[src/hw/datapath_defs.svh]
`ifndef DATAPATH_DEFS_SVH
`define DATAPATH_DEFS_SVH

// ----------------------------------------
// widths and sizes
// ----------------------------------------
`define WORD_WIDTH     32   // bus and register width
`define NUM_REGS       16   // general registers R0..R15
`define ALU_OP_WIDTH   4    // alu operation code width
`define SRC_SEL_WIDTH  4    // winning bus source code width

// ----------------------------------------
// alu operation codes
// ----------------------------------------
`define OP_ADD  4'd0        // y + bus
`define OP_SUB  4'd1        // y - bus
`define OP_AND  4'd2        // y & bus
`define OP_OR   4'd3        // y | bus
`define OP_NEG  4'd4        // two's complement of bus
`define OP_NOT  4'd5        // bitwise invert of bus
`define OP_MUL  4'd6        // signed y * bus, 64-bit result

// ----------------------------------------
// bus source codes
// ----------------------------------------
`define SRC_NONE   4'd0     // nobody drives, bus reads zero
`define SRC_MDR    4'd1
`define SRC_ZLOW   4'd2
`define SRC_ZHIGH  4'd3
`define SRC_PC     4'd4
`define SRC_IR     4'd5
`define SRC_REG    4'd6     // one of the general registers

`endif

[src/hw/datapath_pkg.sv]
`default_nettype none

`include "datapath_defs.svh"

package datapath_pkg;

    // ----------------------------------------
    // vector types shared by the datapath
    // ----------------------------------------
    typedef logic [`WORD_WIDTH-1:0]     word_t;     // one bus word
    typedef logic [2*`WORD_WIDTH-1:0]   dword_t;    // full multiply product
    typedef logic [`NUM_REGS-1:0]       regMask_t;  // one-hot register selector
    typedef logic [`ALU_OP_WIDTH-1:0]   aluOp_t;    // alu operation code
    typedef logic [`SRC_SEL_WIDTH-1:0]  srcSel_t;   // code of the bus winner

endpackage

`default_nettype wire

[src/hw/controlRegisters.sv]
`timescale 1ns/10ps
`default_nettype none

module controlRegisters (
    input  wire logic                clock,
    input  wire logic                rstN,
    input  wire logic                pcIn,
    input  wire logic                irIn,
    input  wire datapath_pkg::word_t busData,
    output datapath_pkg::word_t      pcData,
    output datapath_pkg::word_t      irData
);

    datapath_pkg::word_t pcReg;     // program counter
    datapath_pkg::word_t irReg;     // fetched instruction, kept for a later decoder

    // ----------------------------------------
    // PC and IR
    // ----------------------------------------
    // the increment happens in the alu, the PC only takes it back
    // from Zlow over the bus
    always_ff @(posedge clock or negedge rstN) begin
        if (!rstN) begin
            pcReg <= '0;            // fetch starts at address zero
            irReg <= '0;
        end else begin
            if (pcIn) begin
                pcReg <= busData;
            end
            if (irIn) begin
                irReg <= busData;   // instruction arrives via the mdr
            end
        end
    end

    assign pcData = pcReg;
    assign irData = irReg;

endmodule

`default_nettype wire

[config.mk]
export PLATFORM = sky130hd
export DESIGN_NAME = controlRegisters
export DESIGN_NICKNAME = d
export VERILOG_FILES = /design/src/hw/datapath_pkg.sv /design/src/hw/controlRegisters.sv
export VERILOG_INCLUDE_DIRS = /design/src /design/src/hw
export SDC_FILE = /design/constraint.sdc
export NUM_CORES = 1
export LEC_CHECK = 0
export BUFFER_PORTS_ARGS = -buffer_cell sky130_fd_sc_hd__clkbuf_2
export CORE_ASPECT_RATIO = 0.7
export CORE_MARGIN = 2
export CORE_UTILIZATION = 40
export DETAILED_ROUTE_END_ITERATION = 7
export PLACE_DENSITY = 0.72
export SYNTH_ARGS = -nofsm -noshare
export SYNTH_HDL_FRONTEND = slang
export SYNTH_SLANG_ARGS = --single-unit
export TNS_END_PERCENT = 30
[constraint.sdc]
create_clock -name clock -period 1.4 [get_ports clock]
set_input_delay 0.28 -clock clock [delete_from_list [all_inputs] [get_ports clock]]
set_output_delay 0.28 -clock clock [all_outputs]
set_load 0.005 [all_outputs]
* Word level (Yosys, flattened, before mapping) *
Index checks and enable logic that the tools add are counted.

storage, ports and cells
  flip-flop bits (word level) = 64
  input port bits = 36
  output and inout bits = 64
  logic and storage cells = 2

* Logic depth before layout (Yosys ltp) *
  depth after elaboration = 0
  gate-level depth with buffers = 3
  gate-level depth less buffers = 1

* Least setup slack after synthesis *
Ideal clock, no wire load.

  kind = input port to flip-flop
  start = in irIn
  end = reg irReg[10], in the netlist irData[10]
  setup time = 125 ps
  arrival time = 822 ps
  required time = 1275 ps
  path slack = 453 ps
  stages = 3
  buffers on the path = 2
  path through = buf_6 buf_12 mux2_4

RTL lines
  item                    line                    text
  start: declaration      controlRegisters.sv:8   input wire logic irIn,
  end signal: assignment  controlRegisters.sv:31  irReg <= busData;
  end: declaration        controlRegisters.sv:15  datapath_pkg::word_t irReg;

No word-level cell between the ends.

* Worst setup path after layout *
  start = reg pcReg[27], in the netlist pcData[27]
  end = out pcData[27]

RTL lines
  item                      line                    text
  start: declaration        controlRegisters.sv:14  datapath_pkg::word_t pcReg;
  start signal: assignment  controlRegisters.sv:28  pcReg <= busData;
  end: declaration          controlRegisters.sv:10  output datapath_pkg::word_t pcData,

No word-level cell between the ends.

==> metrics.txt <==
run status=finished clean; Layout area overhead=28.4%; Top Family by Delay on Critical Path=flip-flops; RSZ-0062 raised after global routing=false; critical-path maximum fanout=2; I/O pins=100; CTS Root Buffer Type=clkbuf_8; overall routing resource usage=15.5%; Die X=102 um; Final min period=1120 ps; Iter 0 DRT Violations=34; # diodes=0; CTS Buf Count=9; Slowest-stage cell, CP=dfrtp_1; dpl cell area=3260 sq um; Unique masters post-synth=5; first-pass GRT wire length=8.38 mm; # Max-Cap Violations=0; num rows=24; syn nets=172; design area=3450 sq um; Fillers=546; initial cell density of the core=42.3%; post-DP HPWL=3.66 mm; Core Area=6370 sq um; Sequential Area=1600 sq um; GRT Residual Overflow=0; H-tree depth=3; crit path DAT=840 ps; Least-Margin Pin Slew=446 ps; warning count from the yosys run=0; drt pass-1 iters=4; startpoint types=flip-flop; PwrDens=1260 nW/um^2; Crit Path Class=reg2out; pin count of the biggest net entering global routing=35; Buf+Inv Stages, Crit Path=1; clock tree from TritonCTS=built; Seq cells post-synth=64; Vias=1,516; Worst Path Required=1120 ps; Max clock buf depth=2; die area=7410 sq um; Crit. End Element=output port; Final period util=80.3%; setup TNS=0 ps; static leakage=1.82 nW; CTS sink cnt=64; IO buf count=99; WL/cell=15.4 um; Worst VDD drop=0.651 mV; Routed Wire Length=5.22 mm; fmax=890 MHz; Avg Synthesized Cell Area=19.8 sq um; # setup viols final=0; CTS resizes=0; Avg Vias per Cell=4.47; Power Total=4.36 mW; clock insertion delay at the later pin of the skew report=320 ps; placer congestion estimate=0.703; crit-path cells=clkbuf_2; synthesized area=2690 sq um; die height=72.6 um; worst hold path type=in2reg; Hold Vio Cnt, Final=0; number of global-route vias before repair=1,625; Rel. slew slack=70.2%; antenna violations before repair=0; DRC violations left=0; layout cell share with drive strength beyond 1=73.4%; Slew Limit Fails=0; area of the multi-input gates=946 sq um; critical path's largest stage delay=400 ps; Clock Skew=0 ps; sequential fraction of the synthesis area=59.5%; clock transition at the registers of the reported paths=70 ps; Antenna Violating Nets Remaining=0; Final #Nets=280; Gate Count Post-Synth=136
-- per-layer routing --
layer / global-route usage (%) / vias to the layer above / share of wire, %
li1: - / 690 / -
met1: 20.1 / 755 / 46
met2: 22.2 / 65 / 43
met3: 9.48 / 6 / 9.7
met4: 3.56 / 0 / 0.71
met5: 0 / - / 0
-- what timing repair did --
action                                 CTS  global route
setup buffers                            0             0
hold buffers                             1             0
endpoints found under the hold margin   14             0
setup endpoints to repair                0             0
-- cells by family (layout without fill, tap and decap cells) --
family   Yosys count  count (layout)  synth area share (%)
flops             64              64                  59.5
buf+inv            8             120                  5.30
mux               64              64                  35.2
-- final cells by class --
cell class                      instances  share of cell area, %
Timing Repair Buffer                  105                   17.5
Sequential cell                        64                   46.4
Clock inverter                          4                   1.30
Clock buffer                           11                   4.09
Tap cell                               91                   3.30
Multi-Input combinational cell         64                   27.4
-- sequential cells by signal (all words and copies together) (netlist names) --
signal	count
irData	32
pcData	32
-- metrics by stage --
stage | utilization (%) | std cells | hold slack, ps | setup WS [ps]
2_1_floorplan | - | 136 | -15.6 | 453
3_3_place_gp | 51.2 | 323 | 245 | 264
3_5_place_dp | 51.2 | 323 | 244 | 250
4_1_cts | 54.2 | 339 | 172 | 242
5_1_grt | 54.2 | 339 | 164 | 214
6_report | 54.2 | 339 | 196 | 276
-- Yosys cell counts, drive strengths merged --
master	instances	area, sq um
dfrtp	64	1600
mux2	64	946
buf	8	143
-- report_power, final --
| group | total (mW) | switching, mW | internal [mW] |
|---|---|---|---|
| combinational | 0.709 | 0.261 | 0.448 |
| sequential | 2.15 | 0.113 | 2.04 |
| clock | 1.51 | 0.655 | 0.852 |
-- path summary, 6_finish.rpt --
path	start	end	slack [ps]	cells past startpoint
worst max register to register	irData[27]$_DFFE_PN0P_	irData[27]$_DFFE_PN0P_	610	1
worst max-delay path	pcData[27]$_DFFE_PN0P_	pcData[27]	280	1
worst min-delay path	busData[5]	pcData[5]$_DFFE_PN0P_	200	2
min in group asynchronous	rstN	irData[30]$_DFFE_PN0P_	430	2
worst min register to register	irData[10]$_DFFE_PN0P_	irData[10]$_DFFE_PN0P_	510	1
max in group asynchronous	rstN	irData[2]$_DFFE_PN0P_	440	3
-- layout by cell type, fill, tap and decap left out --
cell type,n
buf_12,5
clkbuf_2,99
mux2_2,4
mux2_4,60
dfrtp_1,64
clkbuf_8,10
clkinv_2,3
dlygate4sd3_1,1
clkbuf_1,1
bufinv_16,1
Note: power is estimated with default switching activity, not from simulation.
