File: src/hw/datapath_defs.svh
`ifndef DATAPATH_DEFS_SVH
`define DATAPATH_DEFS_SVH

// ----------------------------------------
// widths and sizes
// ----------------------------------------
`define WORD_WIDTH     32   // bus and register width
`define NUM_REGS       16   // general registers R0..R15
`define ALU_OP_WIDTH   4    // alu operation code width
`define SRC_SEL_WIDTH  4    // winning bus source code width

// ----------------------------------------
// alu operation codes
// ----------------------------------------
`define OP_ADD  4'd0        // y + bus
`define OP_SUB  4'd1        // y - bus
`define OP_AND  4'd2        // y & bus
`define OP_OR   4'd3        // y | bus
`define OP_NEG  4'd4        // two's complement of bus
`define OP_NOT  4'd5        // bitwise invert of bus
`define OP_MUL  4'd6        // signed y * bus, 64-bit result

// ----------------------------------------
// bus source codes
// ----------------------------------------
`define SRC_NONE   4'd0     // nobody drives, bus reads zero
`define SRC_MDR    4'd1
`define SRC_ZLOW   4'd2
`define SRC_ZHIGH  4'd3
`define SRC_PC     4'd4
`define SRC_IR     4'd5
`define SRC_REG    4'd6     // one of the general registers

`endif

File: src/hw/datapath_pkg.sv
`default_nettype none

`include "datapath_defs.svh"

package datapath_pkg;

    // ----------------------------------------
    // vector types shared by the datapath
    // ----------------------------------------
    typedef logic [`WORD_WIDTH-1:0]     word_t;     // one bus word
    typedef logic [2*`WORD_WIDTH-1:0]   dword_t;    // full multiply product
    typedef logic [`NUM_REGS-1:0]       regMask_t;  // one-hot register selector
    typedef logic [`ALU_OP_WIDTH-1:0]   aluOp_t;    // alu operation code
    typedef logic [`SRC_SEL_WIDTH-1:0]  srcSel_t;   // code of the bus winner

endpackage

`default_nettype wire

File: src/hw/busArbiter.sv
`timescale 1ns/10ps
`default_nettype none

`include "datapath_defs.svh"

module busArbiter (
    input  wire logic                   mdrOut,
    input  wire logic                   zLowOut,
    input  wire logic                   zHighOut,
    input  wire logic                   pcOut,
    input  wire logic                   irOut,
    input  wire datapath_pkg::regMask_t regOut,
    input  wire datapath_pkg::word_t    mdrData,
    input  wire datapath_pkg::word_t    zLowData,
    input  wire datapath_pkg::word_t    zHighData,
    input  wire datapath_pkg::word_t    pcData,
    input  wire datapath_pkg::word_t    irData,
    input  wire datapath_pkg::word_t    regData,
    output datapath_pkg::word_t         busData,
    output logic                        busConflict
);

    datapath_pkg::srcSel_t srcSel;          // highest-priority active source
    logic [5:0]            activeCount;     // number of out-strobes high this cycle

    // ----------------------------------------
    // conflict detection
    // ----------------------------------------
    always_comb begin
        activeCount = 6'(mdrOut) + 6'(zLowOut) + 6'(zHighOut)
                    + 6'(pcOut) + 6'(irOut) + 6'($countones(regOut));
    end

    assign busConflict = (activeCount > 6'd1);  // two or more drivers fighting

    // ----------------------------------------
    // fixed priority pick
    // ----------------------------------------
    always_comb begin
        if (mdrOut)         srcSel = `SRC_MDR;      // memory data wins over all
        else if (zLowOut)   srcSel = `SRC_ZLOW;
        else if (zHighOut)  srcSel = `SRC_ZHIGH;
        else if (pcOut)     srcSel = `SRC_PC;
        else if (irOut)     srcSel = `SRC_IR;
        else if (|regOut)   srcSel = `SRC_REG;      // register file already picked lowest index
        else                srcSel = `SRC_NONE;
    end

    // bus multiplexer
    always_comb begin
        case (srcSel)
            `SRC_MDR:   busData = mdrData;
            `SRC_ZLOW:  busData = zLowData;
            `SRC_ZHIGH: busData = zHighData;
            `SRC_PC:    busData = pcData;
            `SRC_IR:    busData = irData;
            `SRC_REG:   busData = regData;
            default:    busData = '0;               // idle bus reads zero
        endcase
    end

endmodule

`default_nettype wire

File: config.mk
export PLATFORM = sky130hd
export DESIGN_NAME = busArbiter
export DESIGN_NICKNAME = d
export VERILOG_FILES = /design/src/hw/datapath_pkg.sv /design/src/hw/busArbiter.sv
export VERILOG_INCLUDE_DIRS = /design/src /design/src/hw
export SDC_FILE = /design/constraint.sdc
export NUM_CORES = 1
export LEC_CHECK = 0
export ABC_AREA = 1
export BUFFER_PORTS_ARGS = -buffer_cell sky130_fd_sc_hd__buf_2
export CAP_MARGIN = 40
export CELL_PAD_IN_SITES_DETAIL_PLACEMENT = 2
export CELL_PAD_IN_SITES_GLOBAL_PLACEMENT = 2
export CORE_MARGIN = 5
export CORE_UTILIZATION = 17
export DETAILED_ROUTE_END_ITERATION = 12
export MAX_ROUTING_LAYER = met4
export PLACE_DENSITY_LB_ADDON = 0.1
export SLEW_MARGIN = 25
export SYNTH_ARGS = -nofsm -noshare
export SYNTH_HDL_FRONTEND = slang
export SYNTH_SLANG_ARGS = --single-unit
File: constraint.sdc
create_clock -name vclk -period 16.55
set_clock_uncertainty 0.15 [all_clocks]
set_input_delay 4.1375 -clock vclk [all_inputs]
set_output_delay 4.1375 -clock vclk [all_outputs]
set_load 0.05 [all_outputs]
Word level (Yosys, flattened, before mapping)
Cells that the tools add are included.
W data, S select, Z words.
Word-level totals
  register bits after elaboration: 0
  logic and storage cells: 35
Cells by class
  $add $sub $neg: 20
  order comparisons: 1
  equality and inequality tests: 6
  muxes and demuxes: 7
  reductions and logical operators: 1
Operators with widths (count)
  $pmux W32 S6: 1
  $add A1 B1 Y2: 9
  $mux W3: 6
  $reduce_or A16 Y1: 1
  $add A2 B2 Y3: 4
  $eq A3 B3 Y1 const B: 3
  $add A3 B3 Y4: 2
  $add A5 B5 Y6: 1
  $eq A3 B2 Y1 const B: 2
  $gt A6 B1 Y1 const B: 1
  $add A4 B1 Y5: 1
  $add A4 B4 Y5: 1
  $add A3 B1 Y4: 1
  $add A2 B1 Y3: 1
  $eq A3 B1 Y1 const B: 1

Logic depth before layout (Yosys ltp)
  depth after elaboration: 9
  depth in mapped cells: 15
  mapped depth without buffers: 14

Worst setup path before layout
Ideal clock, no wire load.
  kind: input-to-output
  from: input mdrOut
  to: output busConflict
  arrival time: 8.389 ns
  setup slack: 3.874 ns
  stages: 10
  path buffers: 1
  path through: buf_2 > inv_1 > fa_1 > fa_1 > fa_1 > fa_1 > fa_1 > fa_1 > fa_1 > o211ai_1
On the way
  longest elaborated chain between the ends: 6
RTL lines
  start: declaration: RTL line busArbiter.sv:7  | input wire logic mdrOut,
  $add A1 B1 Y2: RTL line busArbiter.sv:30  | activeCount = 6'(mdrOut) + 6'(zLowOut) + 6'(zHighOut)
  $add A2 B1 Y3: RTL line busArbiter.sv:30
  $add A3 B1 Y4: RTL line busArbiter.sv:31  | + 6'(pcOut) + 6'(irOut) + 6'($countones(regOut));
  $add A4 B1 Y5: RTL line busArbiter.sv:31
  $add A5 B5 Y6: RTL line busArbiter.sv:31
  $gt A6 B1 Y1: RTL line busArbiter.sv:34  | assign busConflict = (activeCount > 6'd1);
  end: declaration: RTL line busArbiter.sv:20  | output logic busConflict
Every way passes these cells.

Worst setup path after layout
Ends and elaborated chain as after synthesis.

==> flow_summary.json <==
{
  "synth_fp_nets": 824,
  "grt_pass1_vias": 4725,
  "cts_resized": 0,
  "fp.dieH_um": 136,
  "hold_path_class": "primary input to output pin",
  "critPathMaxStageDelay_ns": 0.60,
  "fmax_mhz": 75.5,
  "crit_family": "adder cells",
  "ios": 246,
  "vias": 4176,
  "crit_required_ns": 12.26,
  "wire_per_inst_um": 14.9,
  "route.met2.wl_mm": 7.99,
  "first_pass_iters": 3,
  "num_rows": 46,
  "ant_nets": 0,
  "seq_area_um2": 0,
  "routed_via_density": 4.01,
  "grt_pass1_wl_mm": 23.7,
  "post_cts_buffers": 0,
  "ys_seq_area_share_pct": 0,
  "rsz0062_at_grt": "false",
  "power-per-cell-area_nw_per_um2": 45.9,
  "total_power_uw": 193,
  "area_delta_synth_final_pct": 55.2,
  "crit_type": "primary input to output pin",
  "postCtsHoldBufs": 0,
  "path_common_cell": "fa_1",
  "wl_met3_mm": 1.11,
  "yosys_warnings": 0,
  "seq_cells": 0,
  "tightest_slew_ns": 0.770,
  "highest_layer": "met4",
  "wirelength_mm": 15.5,
  "most-common-layout-cells": "buf_2, nor2_1, inv_1, nand2_1, nand3_1",
  "cp_slowest_cell": "fa_1",
  "slew_viol_final": 0,
  "gp_congestion": 0.793,
  "hold_viol_final": 0,
  "nets": 1057,
  "multi_input_area_um2": 1860,
  "start_util_pct": 17.2,
  "synth.avg_cell_area_um2": 4.59,
  "fp.dieArea_um2": 18500,
  "place_inst": 1037,
  "min_from": "zHighData[5]",
  "num-clock-buffers": 0,
  "grt_max_degree": 36,
  "drive_gt1_share_pct": 31.9,
  "core-area_um2": 15800,
  "cp_num_buf_inv": 3,
  "wl_met1_mm": 6.39,
  "vdd_drop_max_uv": 103,
  "fin_crit_ns": 13.25,
  "power.leakage_nw": 2.98,
  "setup_viol": 0,
  "drc": 0,
  "syn_inst": 590,
  "cp_max_fo": 35,
  "io_buffer_count": 246,
  "whs_endpoint": "busData[5]",
  "drt-initial-drc-count": 73,
  "antenna_found_initial": 4,
  "cp.arrival_ns": 8.96,
  "maxCapViolCount": 0,
  "fp.dieW_um": 136,
  "syn-cell-area_um2": 2710,
  "holdPathStages": 4,
  "relSlewSlack_pct": 48.6,
  "outcome": "completed",
  "cp-start-kind": "primary input",
  "yosysUniqueCellTypes": 25,
  "period_share_pct": 80.1,
  "fin_cells": 1041,
  "layout_commonest_cell": "buf_2",
  "cp-end-kind": "output pin",
  "grt_usage_pct": 16.4,
  "crit_chain": "buf_2, inv_1, fa_1, fa_1, fa_1, fa_1, fa_1, fa_1, fa_1, nor2_1, o21ai_0, a21oi_1, o211ai_1, buf_2",
  "tns_ns": 0,
  "grt_overflow_total": 0,
  "dp_hpwl_mm": 13.8,
  "final.fill_count": 2168
}
-- cell type report --
type / count / area share (%)
Antenna cell: 4 / 0.238
Timing Repair Buffer: 252 / 31.5
Inverter: 197 / 17.6
Tap cell: 216 / 6.43
Multi-Input combinational cell: 372 / 44.2
-- where the power goes --
part           leakage (nW)  internal (mW)  switching, mW
clock             0.0000254   0.0000000324              0
combinational          2.98         0.0700          0.123
sequential                0              0              0
total                  2.98         0.0700          0.123
-- synth_stat cells, drive strengths merged --
master	instances	area, um2
nor2	204	776
inv	197	739
nand2	73	277
nand3	62	315
buf	19	118
fa	15	300
ha	6	75.1
a21oi	4	35.0
nand4	4	31.3
clkbuf	2	7.51
o211ai	2	20.0
a22oi	1	7.51
o21ai	1	5.00
-- worst max-delay path by stage --
stage / from / end / slack (ns) / cells past startpoint
after floorplan: mdrOut / busConflict / 3.87 / 10
after global placement: mdrOut / busConflict / 3.36 / 14
after detailed placement: mdrOut / busConflict / 3.26 / 14
after CTS: mdrOut / busConflict / 3.23 / 14
after global routing: mdrOut / busConflict / 3.03 / 14
final: mdrOut / busConflict / 3.30 / 14
-- logic make-up (layout without fill, tap and decap cells) --
group / Yosys count / in the layout / share of synthesized area (%)
adder cells (fa/ha/maj): 21 / 21 / 13.9
AND/OR/NAND/NOR: 343 / 343 / 51.7
other: 0 / 4 / 0
AO/OA/AOI/OAI: 8 / 8 / 2.50
buffers and inverters: 218 / 449 / 31.9
-- per-layer routing --
| metal | up-vias | GRT usage [%] |
|---|---|---|
| met5 | - | - |
| met4 | 0 | 0.784 |
| met3 | 2 | 2.96 |
| met2 | 140 | 30.8 |
| met1 | 1927 | 18.9 |
| li1 | 2107 | - |
-- stage by stage --
stage | area, um2 | utilization, % | setup WS (ns) | hold WS [ns]
final | 4200 | 26.6 | 3.30 | 8.62
after global routing | 4200 | 26.6 | 3.03 | 8.67
after CTS | 4190 | 26.6 | 3.23 | 8.64
after detailed placement | 4190 | 26.6 | 3.26 | 8.63
after global placement | 4120 | 26.1 | 3.36 | 8.60
after floorplan | 2710 | - | 3.87 | 8.54
No activity file was read; power rests on OpenSTA's default activity.
