[src/hw/datapath_defs.svh]
`ifndef DATAPATH_DEFS_SVH
`define DATAPATH_DEFS_SVH

// ----------------------------------------
// widths and sizes
// ----------------------------------------
`define WORD_WIDTH     32   // bus and register width
`define NUM_REGS       16   // general registers R0..R15
`define ALU_OP_WIDTH   4    // alu operation code width
`define SRC_SEL_WIDTH  4    // winning bus source code width

// ----------------------------------------
// alu operation codes
// ----------------------------------------
`define OP_ADD  4'd0        // y + bus
`define OP_SUB  4'd1        // y - bus
`define OP_AND  4'd2        // y & bus
`define OP_OR   4'd3        // y | bus
`define OP_NEG  4'd4        // two's complement of bus
`define OP_NOT  4'd5        // bitwise invert of bus
`define OP_MUL  4'd6        // signed y * bus, 64-bit result

// ----------------------------------------
// bus source codes
// ----------------------------------------
`define SRC_NONE   4'd0     // nobody drives, bus reads zero
`define SRC_MDR    4'd1
`define SRC_ZLOW   4'd2
`define SRC_ZHIGH  4'd3
`define SRC_PC     4'd4
`define SRC_IR     4'd5
`define SRC_REG    4'd6     // one of the general registers

`endif

[src/hw/datapath_pkg.sv]
`default_nettype none

`include "datapath_defs.svh"

package datapath_pkg;

    // ----------------------------------------
    // vector types shared by the datapath
    // ----------------------------------------
    typedef logic [`WORD_WIDTH-1:0]     word_t;     // one bus word
    typedef logic [2*`WORD_WIDTH-1:0]   dword_t;    // full multiply product
    typedef logic [`NUM_REGS-1:0]       regMask_t;  // one-hot register selector
    typedef logic [`ALU_OP_WIDTH-1:0]   aluOp_t;    // alu operation code
    typedef logic [`SRC_SEL_WIDTH-1:0]  srcSel_t;   // code of the bus winner

endpackage

`default_nettype wire

[src/hw/memoryInterface.sv]
`timescale 1ns/10ps
`default_nettype none

module memoryInterface (
    input  wire logic                clock,
    input  wire logic                rstN,
    input  wire logic                marIn,
    input  wire logic                mdrIn,
    input  wire logic                read,
    input  wire datapath_pkg::word_t memData,
    input  wire datapath_pkg::word_t busData,
    output datapath_pkg::word_t      memAddr,
    output datapath_pkg::word_t      mdrData
);

    datapath_pkg::word_t marReg;    // address register
    datapath_pkg::word_t mdrReg;    // data register
    datapath_pkg::word_t mdrNext;   // value presented to the mdr

    // ----------------------------------------
    // mdr source select
    // ----------------------------------------
    assign mdrNext = read ? memData : busData;  // memory on read, bus otherwise

    // ----------------------------------------
    // registers
    // ----------------------------------------
    always_ff @(posedge clock or negedge rstN) begin
        if (!rstN) begin
            marReg <= '0;
            mdrReg <= '0;
        end else begin
            if (marIn) begin
                marReg <= busData;      // address comes only from the bus
            end
            if (mdrIn) begin
                mdrReg <= mdrNext;
            end
        end
    end

    assign memAddr = marReg;    // address shown to memory at all times
    assign mdrData = mdrReg;    // bus source value

endmodule

`default_nettype wire

[config.mk]
export PLATFORM = sky130hd
export DESIGN_NAME = memoryInterface
export DESIGN_NICKNAME = d
export VERILOG_FILES = /design/src/hw/datapath_pkg.sv /design/src/hw/memoryInterface.sv
export VERILOG_INCLUDE_DIRS = /design/src /design/src/hw
export SDC_FILE = /design/constraint.sdc
export NUM_CORES = 1
export LEC_CHECK = 0
export BUFFER_PORTS_ARGS = -buffer_cell sky130_fd_sc_hd__buf_2
export CAP_MARGIN = 0
export CORE_ASPECT_RATIO = 1.2
export CORE_UTILIZATION = 42
export DETAILED_ROUTE_END_ITERATION = 12
export GPL_ROUTABILITY_DRIVEN = 0
export PLACE_DENSITY = 0.81
export SYNTH_ARGS = -nofsm -noshare
export SYNTH_HDL_FRONTEND = slang
export SYNTH_SLANG_ARGS = --single-unit
export TNS_END_PERCENT = 10
[constraint.sdc]
create_clock -name clock -period 1 [get_ports clock]
set_clock_uncertainty 0.2 [all_clocks]
set_input_delay 0.05 -clock clock [delete_from_list [all_inputs] [get_ports clock]]
set_output_delay 0.05 -clock clock [all_outputs]
set_load 0.01 [all_outputs]
== Word-level counts from Yosys, hierarchy flattened ==
Cells that the tools add are included.

* Register bits: 64
* Input bits: 69
* Output and inout port bits: 64
* Logic and storage cells: 3

* Multiplexer cells: 1

{| class="wikitable"
|+ Operators with widths
! operator !! number
|-
| $mux W32 || 1
|}

== Logic depth before layout (Yosys ltp) ==
Gate-level depths: netlist of the first run.

* Word-level depth: 1
* Mapped depth: 4
* Depth with buffers taken out: 2

== Worst setup path before layout of the first run ==
Ideal clock, no wire load.

* Kind: register to register
* Start: register memAddr[0] (netlist name)
* End: register marReg[0] (netlist: memAddr[0])
* Arrival time: 0.654 ns
* Required time: 0.675 ns
* Setup slack: 0.021 ns
* Stages on the path, launching flop included: 2
* Path buffers: 0
* Period minus slack after synthesis: 0.979 ns
* Cells stage by stage: dfrtp_1 > mux2_4

{| class="wikitable"
|+ RTL lines
! what !! RTL line !! source
|-
| to (signal assigned) || memoryInterface.sv:34 || <nowiki>marReg <= busData;</nowiki>
|-
| to (decl) || memoryInterface.sv:16 || <nowiki>datapath_pkg::word_t marReg;</nowiki>
|}

== Final worst setup path of the first run ==
* Start: register mdrReg[13] (netlist: mdrData[13])
* End: output port mdrData[13]

{| class="wikitable"
|+ RTL lines
! what !! RTL line !! source
|-
| from (decl) || memoryInterface.sv:17 || <nowiki>datapath_pkg::word_t mdrReg;</nowiki>
|-
| from (signal assigned) || memoryInterface.sv:37 || <nowiki>mdrReg <= mdrNext;</nowiki>
|-
| to (decl) || memoryInterface.sv:13 || <nowiki>output datapath_pkg::word_t mdrData</nowiki>
|}

No word-level cell between the ends.

==> results of run 1 <==
area by class of cell:
type                       instances  share of cell area, %
clock inverter                     3                  0.878
clock buffer                      12                   3.62
timing repair buffer             210                   34.2
tap                               85                   2.33
multi-input combinational        128                   23.9
sequential                        64                   35.1
cell usage after synthesis:
master	count	area (um2)
nor2_1	32	120
mux2_4	30	450
a21oi_1	32	160
buf_2	7	35.0
mux2_2	2	22.5
mux2i_1	32	320
dfrtp_1	64	1600
buf_12	3	60.1
buf_6	5	56.3
flip-flops by register name, summed over array words and instances, names as in the netlist:
| signal | count |
|---|---|
| memAddr | 32 |
| mdrData | 32 |
cells by family after synthesis:
logic type	count (synthesis)	synth area share, %
mux	64	28.1
flops	64	56.7
compound gates	32	5.67
simple gates	32	4.25
buf+inv	15	5.36
stage by stage:
step / hold slack (ns) / cells / power, uW
2_1_floorplan: -0.446 / 207 / 3690
3_3_place_gp: -0.159 / 417 / 4220
3_5_place_dp: -0.151 / 417 / 4270
4_1_cts: -0.115 / 501 / 6780
5_1_grt: -0.107 / 502 / 7130
6_report: -0.0953 / 502 / 6830
routing by layer:
layer / up-vias / part of all wire, % / GRT usage [%]
met3: 18 / 3.9 / 5.47
met4: 0 / 3.0 / 9.94
li1: 1127 / - / -
met2: 88 / 55 / 45.2
met1: 1199 / 38 / 26.0
met5: - / 0 / 0
where the power goes:
part           total (uW)  switching, uW  internal, uW
Combinational        1540            669           872
Sequential           3030            170          2860
Clock                2260            930          1330
worst min path at each step:
stage	start	end	slack (ns)
2_1_floorplan	rstN	mdrData[0]	-0.45
3_3_place_gp	rstN	mdrData[31]	-0.16
3_5_place_dp	rstN	memAddr[31]	-0.15
4_1_cts	marIn	memAddr[30]	-0.12
5_1_grt	marIn	memAddr[31]	-0.11
6_report	marIn	memAddr[30]	-0.1
timing repair:
item	CTS	global route
resized for setup	2	13
setup endpoints to repair	64	68
hold endpoints to repair	128	13
pin swaps	0	0
buffers inserted	4	1
==> reports/results.ini, run 1 <==
[finish]
mostFrequentLayoutCell = buf_2
multi_input_area_um2 = 1090
drive_above_1_share_pct = 46.5
seq_area_um2 = 1600
num-fill-cells = 431
mostFrequentLayoutCells = buf_2, dlygate4sd3_1, dfrtp_1
fin_area_um2 = 4560
diodes = 0
fin_nets = 482
final_util_pct = 70.7
area_growth_pct = 61.4

[worst_setup_path]
startpoint = mdrData[13]
cp_slowest_cell = dfrtp_1
worstPathArrival_ns = 0.89
crit_required_ns = 0.75
startpoint_type = register
worstSetupPathDepth = 1
ff2ff_setup_slack_ns = -0.12
crit_family = flip-flops
path_class = reg -> out
crit_chain = buf_6
crit_fanout = 2
ff2ff_path_depth = 2
endpoint = mdrData[13]
reg2reg_to = memAddr[1]
r2r-start = memAddr[1]
endpoint_kind = output port
crit_buf_inv = 1
slowest_delay_ns = 0.42

[timing]
tightest_slew_ns = 0.376
min_period_ns = 1.14
hold_slack_ns = -0.0953
hold_viol_final = 17
slew_headroom_pct = 74.9
setup_viol = 67
setup_slack_ns = -0.143
fmax_ghz = 0.875
post-route-period-util_pct = 114
rsz0062_at_grt = true
slew_viol_final = 0
timing.setup.tns_ns = -6.90

[logic_synthesis]
synth_cells = 207
ys_seq_area_share_pct = 56.7
synth.avg_cell_area_um2 = 13.7
synth-seq-cells = 64
syn-cell-area_um2 = 2830
synth_cell_types = 9
yosys_warnings = 0
syn-num-nets = 276

[pwr]
powerDensity_nw_per_um2 = 1500
cellLeakagePower_uw = 0.00229
max-vdd-ir-drop_mv = 0.997

[die]
dieArea_um2 = 7060
start_util_pct = 43.8
die_h_um = 91.9
die_w_um = 76.9
core-area_um2 = 6450
num_rows = 32
io_pins = 133

[grt]
track_usage_pct = 24.2
overflow = 0
grt_pass1_wl_um = 13100
grt_pass1_vias = 2683
grt_antenna_before_repair = 0
grt_max_degree = 37

[drt]
num_vias = 2432
vias_per_cell = 4.84
drc = 0
antenna_left = 0
wl_per_cell_um = 16.3
firstDrtPassIters = 4
wl_um = 8200
drt_iter0_markers = 98

[status]
outcome = complete, but fails checks
violations = negative hold slack, negative setup slack

[clock_network]
insertion_delay_ns = 0.32
ctsHoldBuffers = 65
clockBufferDepth = 2
cts_made_buffers = 9
numClockSinks = 64
clk_pin_slew_worst_paths_ns = 0.06
htreeDepth = 3
root_buffer = clkbuf_8
cts_tree = built

[min_path]
hp-class = in -> reg
holdPathStages = 2

[job]
maxCapViolCount = 0

[placement]
portBuffers = 132
dpl_cell_area_um2 = 3590
dp_hpwl_um = 4670
place_ws_ns = -0.0634

No activity file was read; power rests on OpenSTA's default activity.
==> inputs of run 2 (changes only) <==
--- a/config.mk
+++ b/config.mk
@@ -8,8 +8,10 @@
 export LEC_CHECK = 0
 export BUFFER_PORTS_ARGS = -buffer_cell sky130_fd_sc_hd__buf_2
 export CAP_MARGIN = 0
+export CELL_PAD_IN_SITES_DETAIL_PLACEMENT = 1
+export CELL_PAD_IN_SITES_GLOBAL_PLACEMENT = 2
 export CORE_ASPECT_RATIO = 1.2
-export CORE_UTILIZATION = 42
+export CORE_UTILIZATION = 26
 export DETAILED_ROUTE_END_ITERATION = 12
 export GPL_ROUTABILITY_DRIVEN = 0
 export PLACE_DENSITY = 0.81
==> constraint.sdc (replaced) <==
create_clock -name clock -period 1 [get_ports clock]
set_clock_uncertainty 0.2 [all_clocks]
set_input_delay 0.25 -clock clock [delete_from_list [all_inputs] [get_ports clock]]
set_output_delay 0.25 -clock clock [all_outputs]
set_load 0.01 [all_outputs]
==> reports/results.ini, run 2 (same netlist as run 1, synthesis figures left out) <==
[status]
outcome = complete, but fails checks  ; unchanged
violations = negative hold slack, negative setup slack  ; unchanged

[min_path]
hp-class = in -> reg  ; unchanged
holdPathStages = 2  ; unchanged
whs_endpoint = memAddr[29]  ; was memAddr[30]
holdCritStartpoint = busData[29]  ; was marIn

[timing]
fmax_ghz = 0.764  ; was 0.875 GHz
slew_viol_final = 0  ; unchanged
min_period_ns = 1.31  ; was 1.14 ns
setup_slack_ns = -0.309  ; was -0.143 ns
rsz0062_at_grt = true  ; unchanged
slew_headroom_pct = 84.6  ; was 74.9%
tightest_slew_ns = 0.225  ; was 0.376 ns
hold_slack_ns = -0.0323  ; was -0.0953 ns
post-route-period-util_pct = 131  ; was 114%
setup_viol = 68  ; was 67
hold_viol_final = 32  ; was 17

[die]
io_pins = 133  ; unchanged
num_rows = 41  ; was 32
die_w_um = 97.2  ; was 76.9 um
die_h_um = 116  ; was 91.9 um
start_util_pct = 26.7  ; was 43.8%
dieArea_um2 = 11300  ; was 7060 um2
core-area_um2 = 10600  ; was 6450 um2

[worst_setup_path]
worstPathArrival_ns = 0.86  ; was 0.89 ns
ff2ff_path_depth = 2  ; unchanged
reg2reg_to = memAddr[13]  ; was memAddr[1]
cp_slowest_cell = dfrtp_1  ; unchanged
ff2ff_setup_slack_ns = -0.09  ; was -0.12 ns
r2r-start = memAddr[13]  ; was memAddr[1]
endpoint_kind = output port  ; unchanged
crit_required_ns = 0.55  ; was 0.75 ns
slowest_delay_ns = 0.38  ; was 0.42 ns
path_class = reg -> out  ; unchanged
crit_family = flip-flops  ; unchanged
crit_chain = buf_2  ; was buf_6
startpoint_type = register  ; unchanged
crit_fanout = 2  ; unchanged
crit_buf_inv = 1  ; unchanged

[grt]
grt_pass1_wl_um = 12000  ; was 13100 um
grt_max_degree = 39  ; was 37
overflow = 0  ; unchanged
grt_antenna_before_repair = 0  ; unchanged
grt_pass1_vias = 2388  ; was 2683
track_usage_pct = 13.6  ; was 24.2%

[finish]
mostFrequentLayoutCells = buf_2, dfrtp_1, mux2i_1  ; was buf_2, dlygate4sd3_1, dfrtp_1
multi_input_area_um2 = 1080  ; was 1090 um2
fin_nets = 421  ; was 482
num-fill-cells = 1176  ; was 431
diodes = 0  ; unchanged
mostFrequentLayoutCell = buf_2  ; unchanged
drive_above_1_share_pct = 55.5  ; was 46.5%
seq_area_um2 = 1600  ; unchanged
area_growth_pct = 47.6  ; was 61.4%

[drt]
wl_per_cell_um = 15.3  ; was 16.3 um
firstDrtPassIters = 4  ; unchanged
drc = 0  ; unchanged
vias_per_cell = 4.38  ; was 4.84
antenna_left = 0  ; unchanged
drt_iter0_markers = 42  ; was 98
wl_um = 7440  ; was 8200 um
num_vias = 2129  ; was 2432

[clock_network]
htreeDepth = 3  ; unchanged
insertion_delay_ns = 0.32  ; about the same
ctsHoldBuffers = 1  ; was 65
clk_pin_slew_worst_paths_ns = 0.06  ; about the same
cts_made_buffers = 9  ; unchanged
clockBufferDepth = 2  ; unchanged
cts_tree = built  ; unchanged
numClockSinks = 64  ; unchanged
root_buffer = clkbuf_16  ; was clkbuf_8

[pwr]
cellLeakagePower_uw = 0.00210  ; was 0.00229 uW
power_uw = 7970  ; was 6830 uW
max-vdd-ir-drop_mv = 0.623  ; was 0.997 mV
powerDensity_nw_per_um2 = 1910  ; was 1500 nW/um2

[placement]
portBuffers = 132  ; unchanged
dp_hpwl_um = 5460  ; was 4670 um

[job]
maxCapViolCount = 0  ; unchanged

run 2: routing by layer:
layer / part of all wire, % / routed length [um] / vias to the layer above / GRT usage, %
met5: 0 / 0 / - / 0
met4: 1.7 / 125 / 0 / 5.97
met3: 5.1 / 381 / 10 / 3.65
met2: 53 / 3920 / 72 / 23.3
met1: 41 / 3020 / 1037 / 16.2
li1: - / - / 1010 / -
run 2: layout make-up:
type                            instances  share of cell area [%]
Multi-Input combinational cell        128                    26.0
Timing Repair Buffer                  149                    23.5
Clock inverter                          7                    2.85
Tap cell                              129                    3.87
Clock buffer                            9                    5.40
Sequential cell                        64                    38.4
run 2: how the worst max path moves through the flow:
| stage | from | to | slack, ns | depth (start not counted) |
|---|---|---|---|---|
| after floorplan | marIn | memAddr[0] | -0.11 | 3 |
| after global placement | marIn | memAddr[30] | -0.25 | 3 |
| after detailed placement | read | mdrData[28] | -0.29 | 4 |
| after CTS | memAddr[25] | memAddr[25] | -0.33 | 1 |
| after global routing | mdrData[27] | mdrData[27] | -0.35 | 1 |
| final | memAddr[26] | memAddr[26] | -0.31 | 1 |
run 2: power by group:
part	switching [uW]	leakage, uW	total, uW	internal [uW]
sequential	155	0.000731	3010	2860
combinational	614	0.00121	1360	743
clock	1170	0.000162	3600	2440
run 2: worst reg2reg max path: cells and delay by family (launching register included):
family	cells	cell delay [ns]
flops	1	0.38
buf+inv	1	0.13
mux	1	0.26
run 2: repair_timing:
item / in CTS / in global routing
buffers inserted: 3 / 3
hold endpoints to repair: 96 / 32
gates resized for setup: 6 / 12
pin swaps: 0 / 0
setup endpoints to repair: 64 / 84
run 2: stage by stage:
stage / setup WS [ns] / setup TNS (ns) / area (um2) / cells / util, %
finish: -0.309 / -18.94 / 4170 / 486 / 39.5
global route: -0.349 / -21.28 / 4170 / 486 / 39.5
CTS: -0.328 / -19.91 / 4090 / 483 / 38.7
detailed placement: -0.290 / -15.05 / 3670 / 463 / 34.8
global placement: -0.251 / -13.69 / 3670 / 463 / 34.8
floorplan: -0.112 / -5.39 / 2840 / 207 / -
