## config.mk

```make
export PLATFORM = sky130hd
export DESIGN_NAME = registerFile
export DESIGN_NICKNAME = d
export VERILOG_FILES = /design/src/hw/datapath_pkg.sv /design/src/hw/registerFile.sv
export VERILOG_INCLUDE_DIRS = /design/src /design/src/hw
export SDC_FILE = /design/constraint.sdc
export NUM_CORES = 1
export LEC_CHECK = 0
export BUFFER_PORTS_ARGS = -buffer_cell sky130_fd_sc_hd__buf_2
export CORE_ASPECT_RATIO = 1.25
export CORE_MARGIN = 2
export CORE_UTILIZATION = 49
export CTS_BUF_LIST = sky130_fd_sc_hd__clkbuf_4
export DETAILED_ROUTE_END_ITERATION = 8
export PLACE_DENSITY_LB_ADDON = 0.2
export REMOVE_ABC_BUFFERS = 1
export SLEW_MARGIN = 10
export SYNTH_ARGS = -nofsm -noshare
export SYNTH_HDL_FRONTEND = slang
export SYNTH_SLANG_ARGS = --single-unit
```

## constraint.sdc

```tcl
create_clock -name clock -period 4.2 [get_ports clock]
set_clock_uncertainty 0.2 [all_clocks]
set_input_delay 0.21 -clock clock [delete_from_list [all_inputs] [get_ports clock]]
set_output_delay 0.21 -clock clock [all_outputs]
set_load 0.005 [all_outputs]
```

## src/hw/datapath_defs.svh

```systemverilog
`ifndef DATAPATH_DEFS_SVH
`define DATAPATH_DEFS_SVH

// ----------------------------------------
// widths and sizes
// ----------------------------------------
`define WORD_WIDTH     32   // bus and register width
`define NUM_REGS       16   // general registers R0..R15
`define ALU_OP_WIDTH   4    // alu operation code width
`define SRC_SEL_WIDTH  4    // winning bus source code width

// ----------------------------------------
// alu operation codes
// ----------------------------------------
`define OP_ADD  4'd0        // y + bus
`define OP_SUB  4'd1        // y - bus
`define OP_AND  4'd2        // y & bus
`define OP_OR   4'd3        // y | bus
`define OP_NEG  4'd4        // two's complement of bus
`define OP_NOT  4'd5        // bitwise invert of bus
`define OP_MUL  4'd6        // signed y * bus, 64-bit result

// ----------------------------------------
// bus source codes
// ----------------------------------------
`define SRC_NONE   4'd0     // nobody drives, bus reads zero
`define SRC_MDR    4'd1
`define SRC_ZLOW   4'd2
`define SRC_ZHIGH  4'd3
`define SRC_PC     4'd4
`define SRC_IR     4'd5
`define SRC_REG    4'd6     // one of the general registers

`endif

```

## src/hw/datapath_pkg.sv

```systemverilog
`default_nettype none

`include "datapath_defs.svh"

package datapath_pkg;

    // ----------------------------------------
    // vector types shared by the datapath
    // ----------------------------------------
    typedef logic [`WORD_WIDTH-1:0]     word_t;     // one bus word
    typedef logic [2*`WORD_WIDTH-1:0]   dword_t;    // full multiply product
    typedef logic [`NUM_REGS-1:0]       regMask_t;  // one-hot register selector
    typedef logic [`ALU_OP_WIDTH-1:0]   aluOp_t;    // alu operation code
    typedef logic [`SRC_SEL_WIDTH-1:0]  srcSel_t;   // code of the bus winner

endpackage

`default_nettype wire

```

## src/hw/registerFile.sv

```systemverilog
`timescale 1ns/10ps
`default_nettype none

`include "datapath_defs.svh"

module registerFile (
    input  wire logic                   clock,
    input  wire logic                   rstN,
    input  wire datapath_pkg::regMask_t regIn,
    input  wire datapath_pkg::regMask_t regOut,
    input  wire datapath_pkg::word_t    busData,
    output datapath_pkg::word_t         regData
);

    datapath_pkg::word_t regs [`NUM_REGS];  // R0..R15

    // ----------------------------------------
    // load side
    // ----------------------------------------
    always_ff @(posedge clock or negedge rstN) begin
        if (!rstN) begin
            for (int i = 0; i < `NUM_REGS; i++) begin
                regs[i] <= '0;              // all registers read zero after reset
            end
        end else begin
            for (int i = 0; i < `NUM_REGS; i++) begin
                if (regIn[i]) begin
                    regs[i] <= busData;     // capture bus while strobe high
                end
            end
        end
    end

    // ----------------------------------------
    // drive side
    // ----------------------------------------
    // sixteen outputs fold into one driver for the arbiter;
    // walking down from R15 lets the lowest index win
    always_comb begin
        regData = '0;                       // nothing selected
        for (int i = `NUM_REGS - 1; i >= 0; i--) begin
            if (regOut[i]) begin
                regData = regs[i];
            end
        end
    end

endmodule

`default_nettype wire

```

# Word-level counts from Yosys, hierarchy flattened
# Cells that the tools add are included.
# totals
register_bits	512
input_bits	66
word_cells	32
# classes
muxes	16
# op_table
cell	count
$mux W32	16

# Depth between registers and ports, before layout
# Gate-level depths: netlist of the first run.
# logic_depth
depth_word	16
ltp_mapped	7

# Worst setup path before layout of the first run
# Ideal clock, no wire load.
# synth_timing
kind	in2out
start	input regOut[7]
end	output regData[3]
required_time_ns	3.790
setup_slack_ns	2.558
arrival_time_ns	1.232
stages	7
path_buffers	3
path_cell_list	buf_6 -> or2_1 -> buf_6 -> buf_6 -> nor3_2 -> a21oi_2 -> o31ai_2
# synth_between
elab_chain_cells	8
# synth_lines
element	line_no	rtl
from (decl)	registerFile.sv:10	input wire datapath_pkg::regMask_t regOut,
$mux W32 (8 in series)	registerFile.sv:42	if (regOut[i]) begin
to (decl)	registerFile.sv:12	output datapath_pkg::word_t regData
# Every way passes these cells.

# Worst setup path in the final report of the first run
# layout_timing
start	register regs[285] (netlist bit)
end	output regData[29]
# layout_between
elab_chain_cells	8
# layout_lines
element	line_no	rtl
from (decl)	registerFile.sv:15	datapath_pkg::word_t regs [`NUM_REGS];
from (signal, indexed assignment)	registerFile.sv:28	regs[i] <= busData;
$mux W32 (8 in series)	registerFile.sv:42	
# Every way passes these cells.

==> results of run 1 <==
-- cell families after synthesis --
group / count (synthesis) / synth area share (%)
flip-flops: 512 / 55.3
multiplexers: 511 / 24.8
AO/OA/AOI/OAI: 386 / 12.7
buffers and inverters: 182 / 3.89
AND/OR/NAND/NOR: 119 / 3.34
-- what timing repair did --
item	in CTS	in global routing
endpoints found under the hold margin	1018	0
setup buffers	0	0
hold buffers	58	0
-- synth_stat cells, types with 5 or more instances --
| master | instances |
|---|---|
| a22o_1 | 31 |
| nor2_1 | 37 |
| o31ai_2 | 30 |
| nand2_1 | 5 |
| o221ai_1 | 32 |
| a222oi_1 | 31 |
| buf_2 | 75 |
| nor2_2 | 26 |
| dfrtp_1 | 512 |
| o21ai_0 | 28 |
| a21oi_1 | 63 |
| buf_6 | 16 |
| o22ai_1 | 63 |
| o21ai_1 | 6 |
| mux2_2 | 511 |
| a22oi_1 | 31 |
| a211oi_1 | 31 |
| clkbuf_1 | 84 |
| a221oi_1 | 30 |
| nor3_2 | 30 |
-- metal layers --
layer | global-route usage [%] | share of wire [%] | vias up
met4 | 9.50 | 1.9 | 0
li1 | - | - | 6785
met1 | 34.4 | 43 | 8265
met2 | 43.7 | 49 | 478
met3 | 5.18 | 5.8 | 78
met5 | 0 | 0 | -
-- metrics by stage --
| stage | total power [mW] | util, % | setup WS, ns | cells |
|---|---|---|---|---|
| global route | 12.1 | 55.6 | 1.30 | 2576 |
| CTS | 11.6 | 55.6 | 1.34 | 2575 |
| global placement | 7.23 | 50.8 | 1.48 | 2296 |
| finish | 11.5 | 55.6 | 1.41 | 2578 |
| detailed placement | 7.30 | 50.8 | 1.48 | 2296 |
| floorplan | 6.59 | - | 1.77 | 1533 |
-- area by class of cell --
cell class / instances / area, um2
multi-input combinational: 1016 / 9500
clock inverter: 30 / 194
antenna: 3 / 7.51
tap: 637 / 797
fill: 4052 / 20900
clock buffer: 191 / 1430
timing repair buffer: 184 / 1360
inverter: 5 / 18.8
sequential: 512 / 12800
-- power by group through the flow --
stage / logic, mW / registers (mW) / clock network, mW
2_1_floorplan: 0.887 / 5.70 / 0
3_3_place_gp: 1.49 / 5.75 / 0
3_5_place_dp: 1.52 / 5.78 / 0
4_1_cts: 1.58 / 5.69 / 4.34
5_1_grt: 1.70 / 5.75 / 4.62
6_report: 1.57 / 5.69 / 4.22
-- critical path, stage by stage, from the launching register on --
cell and delay (ns):
dfrtp_1 0.38, a22o_1 0.24, or4_1 0.40, o22ai_1 0.22
o31ai_1 0.11, buf_2 0.15
-- final timing paths --
path	startpoint	endpoint	slack [ns]	cells after the start
min in group asynchronous	rstN	regs[68]	0.40	4
min reg2reg	regs[485]	regs[485]	0.31	1
max	regs[285]	regData[29]	1.41	5
max in group asynchronous	rstN	regs[74]	2.85	4
min	busData[22]	regs[86]	0.16	3
max reg2reg	regs[27]	regs[27]	2.67	2
==> out/metrics.yaml, run 1 <==
synthesis:
  synth.yosys.seq_area_share_pct: 55.3
  syn-instance-count: 1710
  synthDominantCellAreaShare_pct: 55.3
  post_synth_instance_area_um2: 23200
  synth-main-ff-cell: "dfrtp_1"
  synth-seq-cells: 512
  post_synth_main_area_contributors: "dfrtp_1 55%, mux2_2 25%, o22ai_1 1.7%"
  yosys_warnings: 0
  ys_async_rst_share_pct: 100
  edff_count_synth: 0
  post_synth.cell_area_avg_um2: 13.6
  yosysUniqueCellTypes: 44
  synth_top_cell_by_area: "dfrtp_1"
finish:
  mostFrequentLayoutCells: "512 x dfrtp_1, 511 x mux2_2, 191 x clkbuf_4"
  flip_flop_count_of_the_largest_register_all_copies_and_words_added: 512
  layout_top_registers: "regs x512"
  most_common_cell_after_layout_fill_and_taps_aside: "dfrtp_1"
  final_layout_size_suffix_gt1_share_pct: 48.7
  largest-register: "regs"
  design.final.nets: 1919
  fin_area_um2: 26100
  syn_to_final_growth_pct: 12.7
hold_path:
  worst_hold_path_type: "in -> reg"
floorplan:
  fp.coreArea_um2: 47000
  floorplan.initialDensity_pct: 49.3
  pin_count: 98
  die_height_um: 247
  num_rows: 89
  design.die.area_um2: 49100
  die_width_um: 199
run_status:
  result_of_the_run: "finished, final reports clean"
global_route:
  maximum_number_of_pins_on_one_net_before_global_route_repair: 109
  first_global_vias: 16597
  grt_usage_pct: 26.4
  gr-total-overflow: 0
  antenna_violations_before_repair: 2
  grt_pass1_wl_um: 96900
routing:
  antenna_left: 0
  dr.first_iter.drc_count: 1081
  drt_pass1_iterations: 7
  routed_wl_um: 62700
  vias: 15606
  detail_route.drc_violations: 0
  wl_per_cell_um: 24.3
  vias_per_cell: 6.05
power:
  ir_drop_mv: 0.219
  p_sw_mw: 3.05
  p_int_mw: 8.43
  share_of_total_power_consumed_by_net_switching_pct: 26.5
  p_comb_share_pct: 13.6
  clockPowerShare_pct: 36.8
  p_leak_nw: 10.7
  seq_power_share_pct: 49.6
  power.density_cell_area_nw_per_um2: 439
cts:
  clk_path_buf_depth: 3
  cts_num_sinks: 512
  cts_tree: "built"
  number_of_clock_buffers_inserted_by_tritoncts: 134
  cts_root_buffer: "clkbuf_4"
  cts.htree.levels: 4
  clock_insertion_delay_worst_skew_ns: 0.84
  cts_repair_resize_count: 0
  cts.reportedPaths.clkPinSlew_ns: 0.06
place:
  place.port_buffers: 97
  globalplace.congestion: 0.740
  dp_area_um2: 23900
  dp.final_hpwl_um: 34600
sta:
  grt_setup_unrepaired: "no"
  max_freq_mhz: 359
  hold_violations: 0
  final_max_slew_viol_count: 0
  finalSetupTns_ns: 0
  setup_failing_eps_final: 0
  finalCriticalPeriod_ns: 2.79
  finalHoldWorstSlack_ns: 0.156
  worst_pin_slew_ns: 1.25
  min_period_over_period_pct: 66.4
  max_slew_margin_pct: 16.6
worst_setup_path:
  critical_path_peak_fanout: 2
  ws_path_type: "reg -> out"
  launching_element_type_of_the_critical_path: "flop"
  crit_path_end_kind: "primary output"
  cp.arrival_ns: 2.38
  critical_path_required_ns: 3.79
run:
  max-cap-violations: 0
Note: power is estimated with default switching activity, not from simulation.
==> inputs of run 2 (changes only) <==
Clock period 4.2 ns to 2.65 ns, I/O delays scaled along.
==> run 2 against run 1 <==
Largest cell class unchanged. Critical path depth is 3 higher. Highest routed layer unchanged. Core utilization is 1.3 points higher. Final cell count is 0.70% higher. Register-to-register slack worse by 1.5 ns. Sequential share of layout area is 1.1 points lower. Critical endpoint is now regData[26]. Critical path type is now in -> out. Combinational power is 70% higher. Setup slack worse by 1.4 ns. Clock power is 42% higher. Flip-flop and latch count stayed put. Sequential power is 59% higher.
==> out/metrics.yaml, run 2 (synthesis gave the netlist of run 1 again) <==
run_status:
  result_of_the_run: "finished, final reports clean"  # unchanged
power:
  clockPowerShare_pct: 33.9  # was 36.8%
  power.density_cell_area_nw_per_um2: 662  # was 439 nW/um2
  p_int_mw: 12.9  # was 8.43 mW
  p_comb_share_pct: 15.1  # was 13.6%
  p_leak_nw: 11.0  # was 10.7 nW
  ir_drop_mv: 0.293  # was 0.219 mV
  seq_power_share_pct: 51.1  # was 49.6%
  share_of_total_power_consumed_by_net_switching_pct: 27.2  # was 26.5%
  p_sw_mw: 4.81  # was 3.05 mW
finish:
  flip_flop_count_of_the_largest_register_all_copies_and_words_added: 512  # unchanged
  largest-register: "regs"  # unchanged
  post_layout_nonfiller_instances: 2596  # was 2578
  final_util_pct: 56.9  # was 55.6%
  layout_top_registers: "regs x512"  # unchanged
  final_layout_size_suffix_gt1_share_pct: 50.1  # was 48.7%
  fin_area_um2: 26700  # was 26100 um2
  design.final.nets: 1966  # was 1919
  syn_to_final_growth_pct: 15.3  # was 12.7%
  most_common_cell_after_layout_fill_and_taps_aside: "dfrtp_1"  # unchanged
  mostFrequentLayoutCells: "512 x dfrtp_1, 511 x mux2_2, 165 x clkbuf_4"  # was 512 x dfrtp_1, 511 x mux2_2, 191 x clkbuf_4
worst_setup_path:
  cp.arrival_ns: 2.30  # was 2.38 ns
  ws_path_type: "in -> out"  # was reg -> out
  critical_path_required_ns: 2.32  # was 3.79 ns
  crit_path_end_kind: "primary output"  # unchanged
  critical_path_peak_fanout: 31  # was 2
  launching_element_type_of_the_critical_path: "input port"  # was flop
sta:
  grt_setup_unrepaired: "yes"  # was no
  finalCriticalPeriod_ns: 2.63
  worst_pin_slew_ns: 1.22  # was 1.25 ns
  hold_violations: 0  # unchanged
  max_freq_mhz: 380
  max_slew_margin_pct: 18.4  # was 16.6%
  setup_failing_eps_final: 0  # unchanged
  final_max_slew_viol_count: 0  # unchanged
  min_period_over_period_pct: 99.2
run:
  max-cap-violations: 0  # unchanged
floorplan:
  pin_count: 98  # unchanged
  floorplan.initialDensity_pct: 49.3  # unchanged
  die_width_um: 199  # unchanged
  design.die.area_um2: 49100  # unchanged
  fp.coreArea_um2: 47000  # unchanged
  num_rows: 89  # unchanged
  die_height_um: 247  # unchanged
place:
  globalplace.congestion: 0.777  # was 0.740
  dp.final_hpwl_um: 38900  # was 34600 um
  placedCellCount: 2331  # was 2296
  place.port_buffers: 97  # unchanged
  dp_area_um2: 24400  # was 23900 um2
routing:
  vias_per_cell: 6.18  # was 6.05
  routed_wl_um: 66900  # was 62700 um
  antenna_left: 0  # unchanged
  detail_route.drc_violations: 0  # unchanged
  vias: 16054  # was 15606
  drt_pass1_iterations: 8  # was 7
  wl_per_cell_um: 25.8  # was 24.3 um
  dr.first_iter.drc_count: 1112  # was 1081
cts:
  cts.reportedPaths.clkPinSlew_ns: 0.07  # was 0.06 ns
  cts.htree.levels: 3  # was 4
  clk_path_buf_depth: 3  # unchanged
  clock_insertion_delay_worst_skew_ns: 0.87  # was 0.84 ns
  number_of_clock_buffers_inserted_by_tritoncts: 121  # was 134
  cts_tree: "built"  # unchanged
  cts_num_sinks: 512  # unchanged
  cts_root_buffer: "clkbuf_4"  # unchanged
global_route:
  grt_pass1_wl_um: 102000  # was 96900 um
  grt_usage_pct: 27.9  # was 26.4%
  maximum_number_of_pins_on_one_net_before_global_route_repair: 85  # was 109
  first_global_vias: 16632  # was 16597
  gr-total-overflow: 0  # unchanged
  antenna_violations_before_repair: 3  # was 2
hold_path:
  worst_hold_path_type: "in -> reg"  # unchanged
## run 2: cell types whose count changed in the layout (fill, tap and decap cells not counted), moves of 16 or more
cell | before | now
buf_4 | 25 | 46
buf_12 | 4 | 20
clkbuf_4 | 191 | 165
dlygate4sd3_1 | 57 | 80
a211oi_2 | 0 | 21
a211oi_1 | 31 | 10
## run 2: power groups by stage
stage	sequential, mW	clock [mW]	combinational [mW]
floorplan	9.04	0	1.41
global placement	9.13	0	2.46
detailed placement	9.17	0	2.52
CTS	9.02	6.15	2.65
global route	9.12	6.53	2.87
finish	9.04	5.99	2.67
## run 2: cell type report
cell class | instances | area [um2]
fill | 3966 | 20300
inverter | 5 | 18.8
antenna | 1 | 2.50
timing repair buffer | 244 | 2070
tap | 637 | 797
multi-input combinational | 1016 | 9670
sequential | 512 | 12800
clock inverter | 16 | 113
clock buffer | 165 | 1240
## run 2: timing repair
action,4_1_cts,5_1_grt
hold buffers,81,0
setup buffers,1,1
resized for setup,16,23
pin swaps,6,12
endpoints found under the setup margin,11,26
hold endpoints to repair,1024,0
## run 2: worst paths after layout
path | slack [ns] | cells after the start | to | from
hold reg to reg | 0.31 | 1 | regs[45] | regs[45]
setup / recovery | 0.02 | 8 | regData[26] | regOut[4]
setup reg to reg | 1.12 | 2 | regs[128] | regs[128]
min in group asynchronous | 0.23 | 4 | regs[392] | rstN
max in group asynchronous | 1.34 | 5 | regs[267] | rstN
hold / removal | 0.07 | 3 | regs[199] | busData[7]
## run 2: metal layers
| metal | part of all wire, % | GRT usage [%] | wire length (um) |
|---|---|---|---|
| met1 | 42 | 36.9 | 28200 |
| met2 | 50 | 46.8 | 33300 |
| met3 | 5.5 | 4.32 | 3700 |
| met4 | 2.5 | 10.1 | 1660 |
| met5 | 0 | 0 | 0 |
## run 2: per-stage QoR
step | hold slack (ns) | total power [mW] | TNS (ns) | setup WS (ns)
floorplan | -0.363 | 10.4 | 0 | 0.379
global placement | -0.0912 | 11.6 | 0 | 0.0762
detailed placement | -0.0907 | 11.7 | 0 | 0.0418
CTS | 0.000396 | 17.8 | -0.140 | -0.0534
global route | 0.0767 | 18.5 | -0.158 | -0.0514
finish | 0.0681 | 17.7 | 0 | 0.0204
## run 2: critical path: stages
cell and delay, ns:
buf_2 0.15, buf_4 0.18, nor2b_4 0.94, a222oi_1 0.25, a21oi_1 0.24, a211oi_2 0.05, o31ai_2 0.14, buf_2 0.19
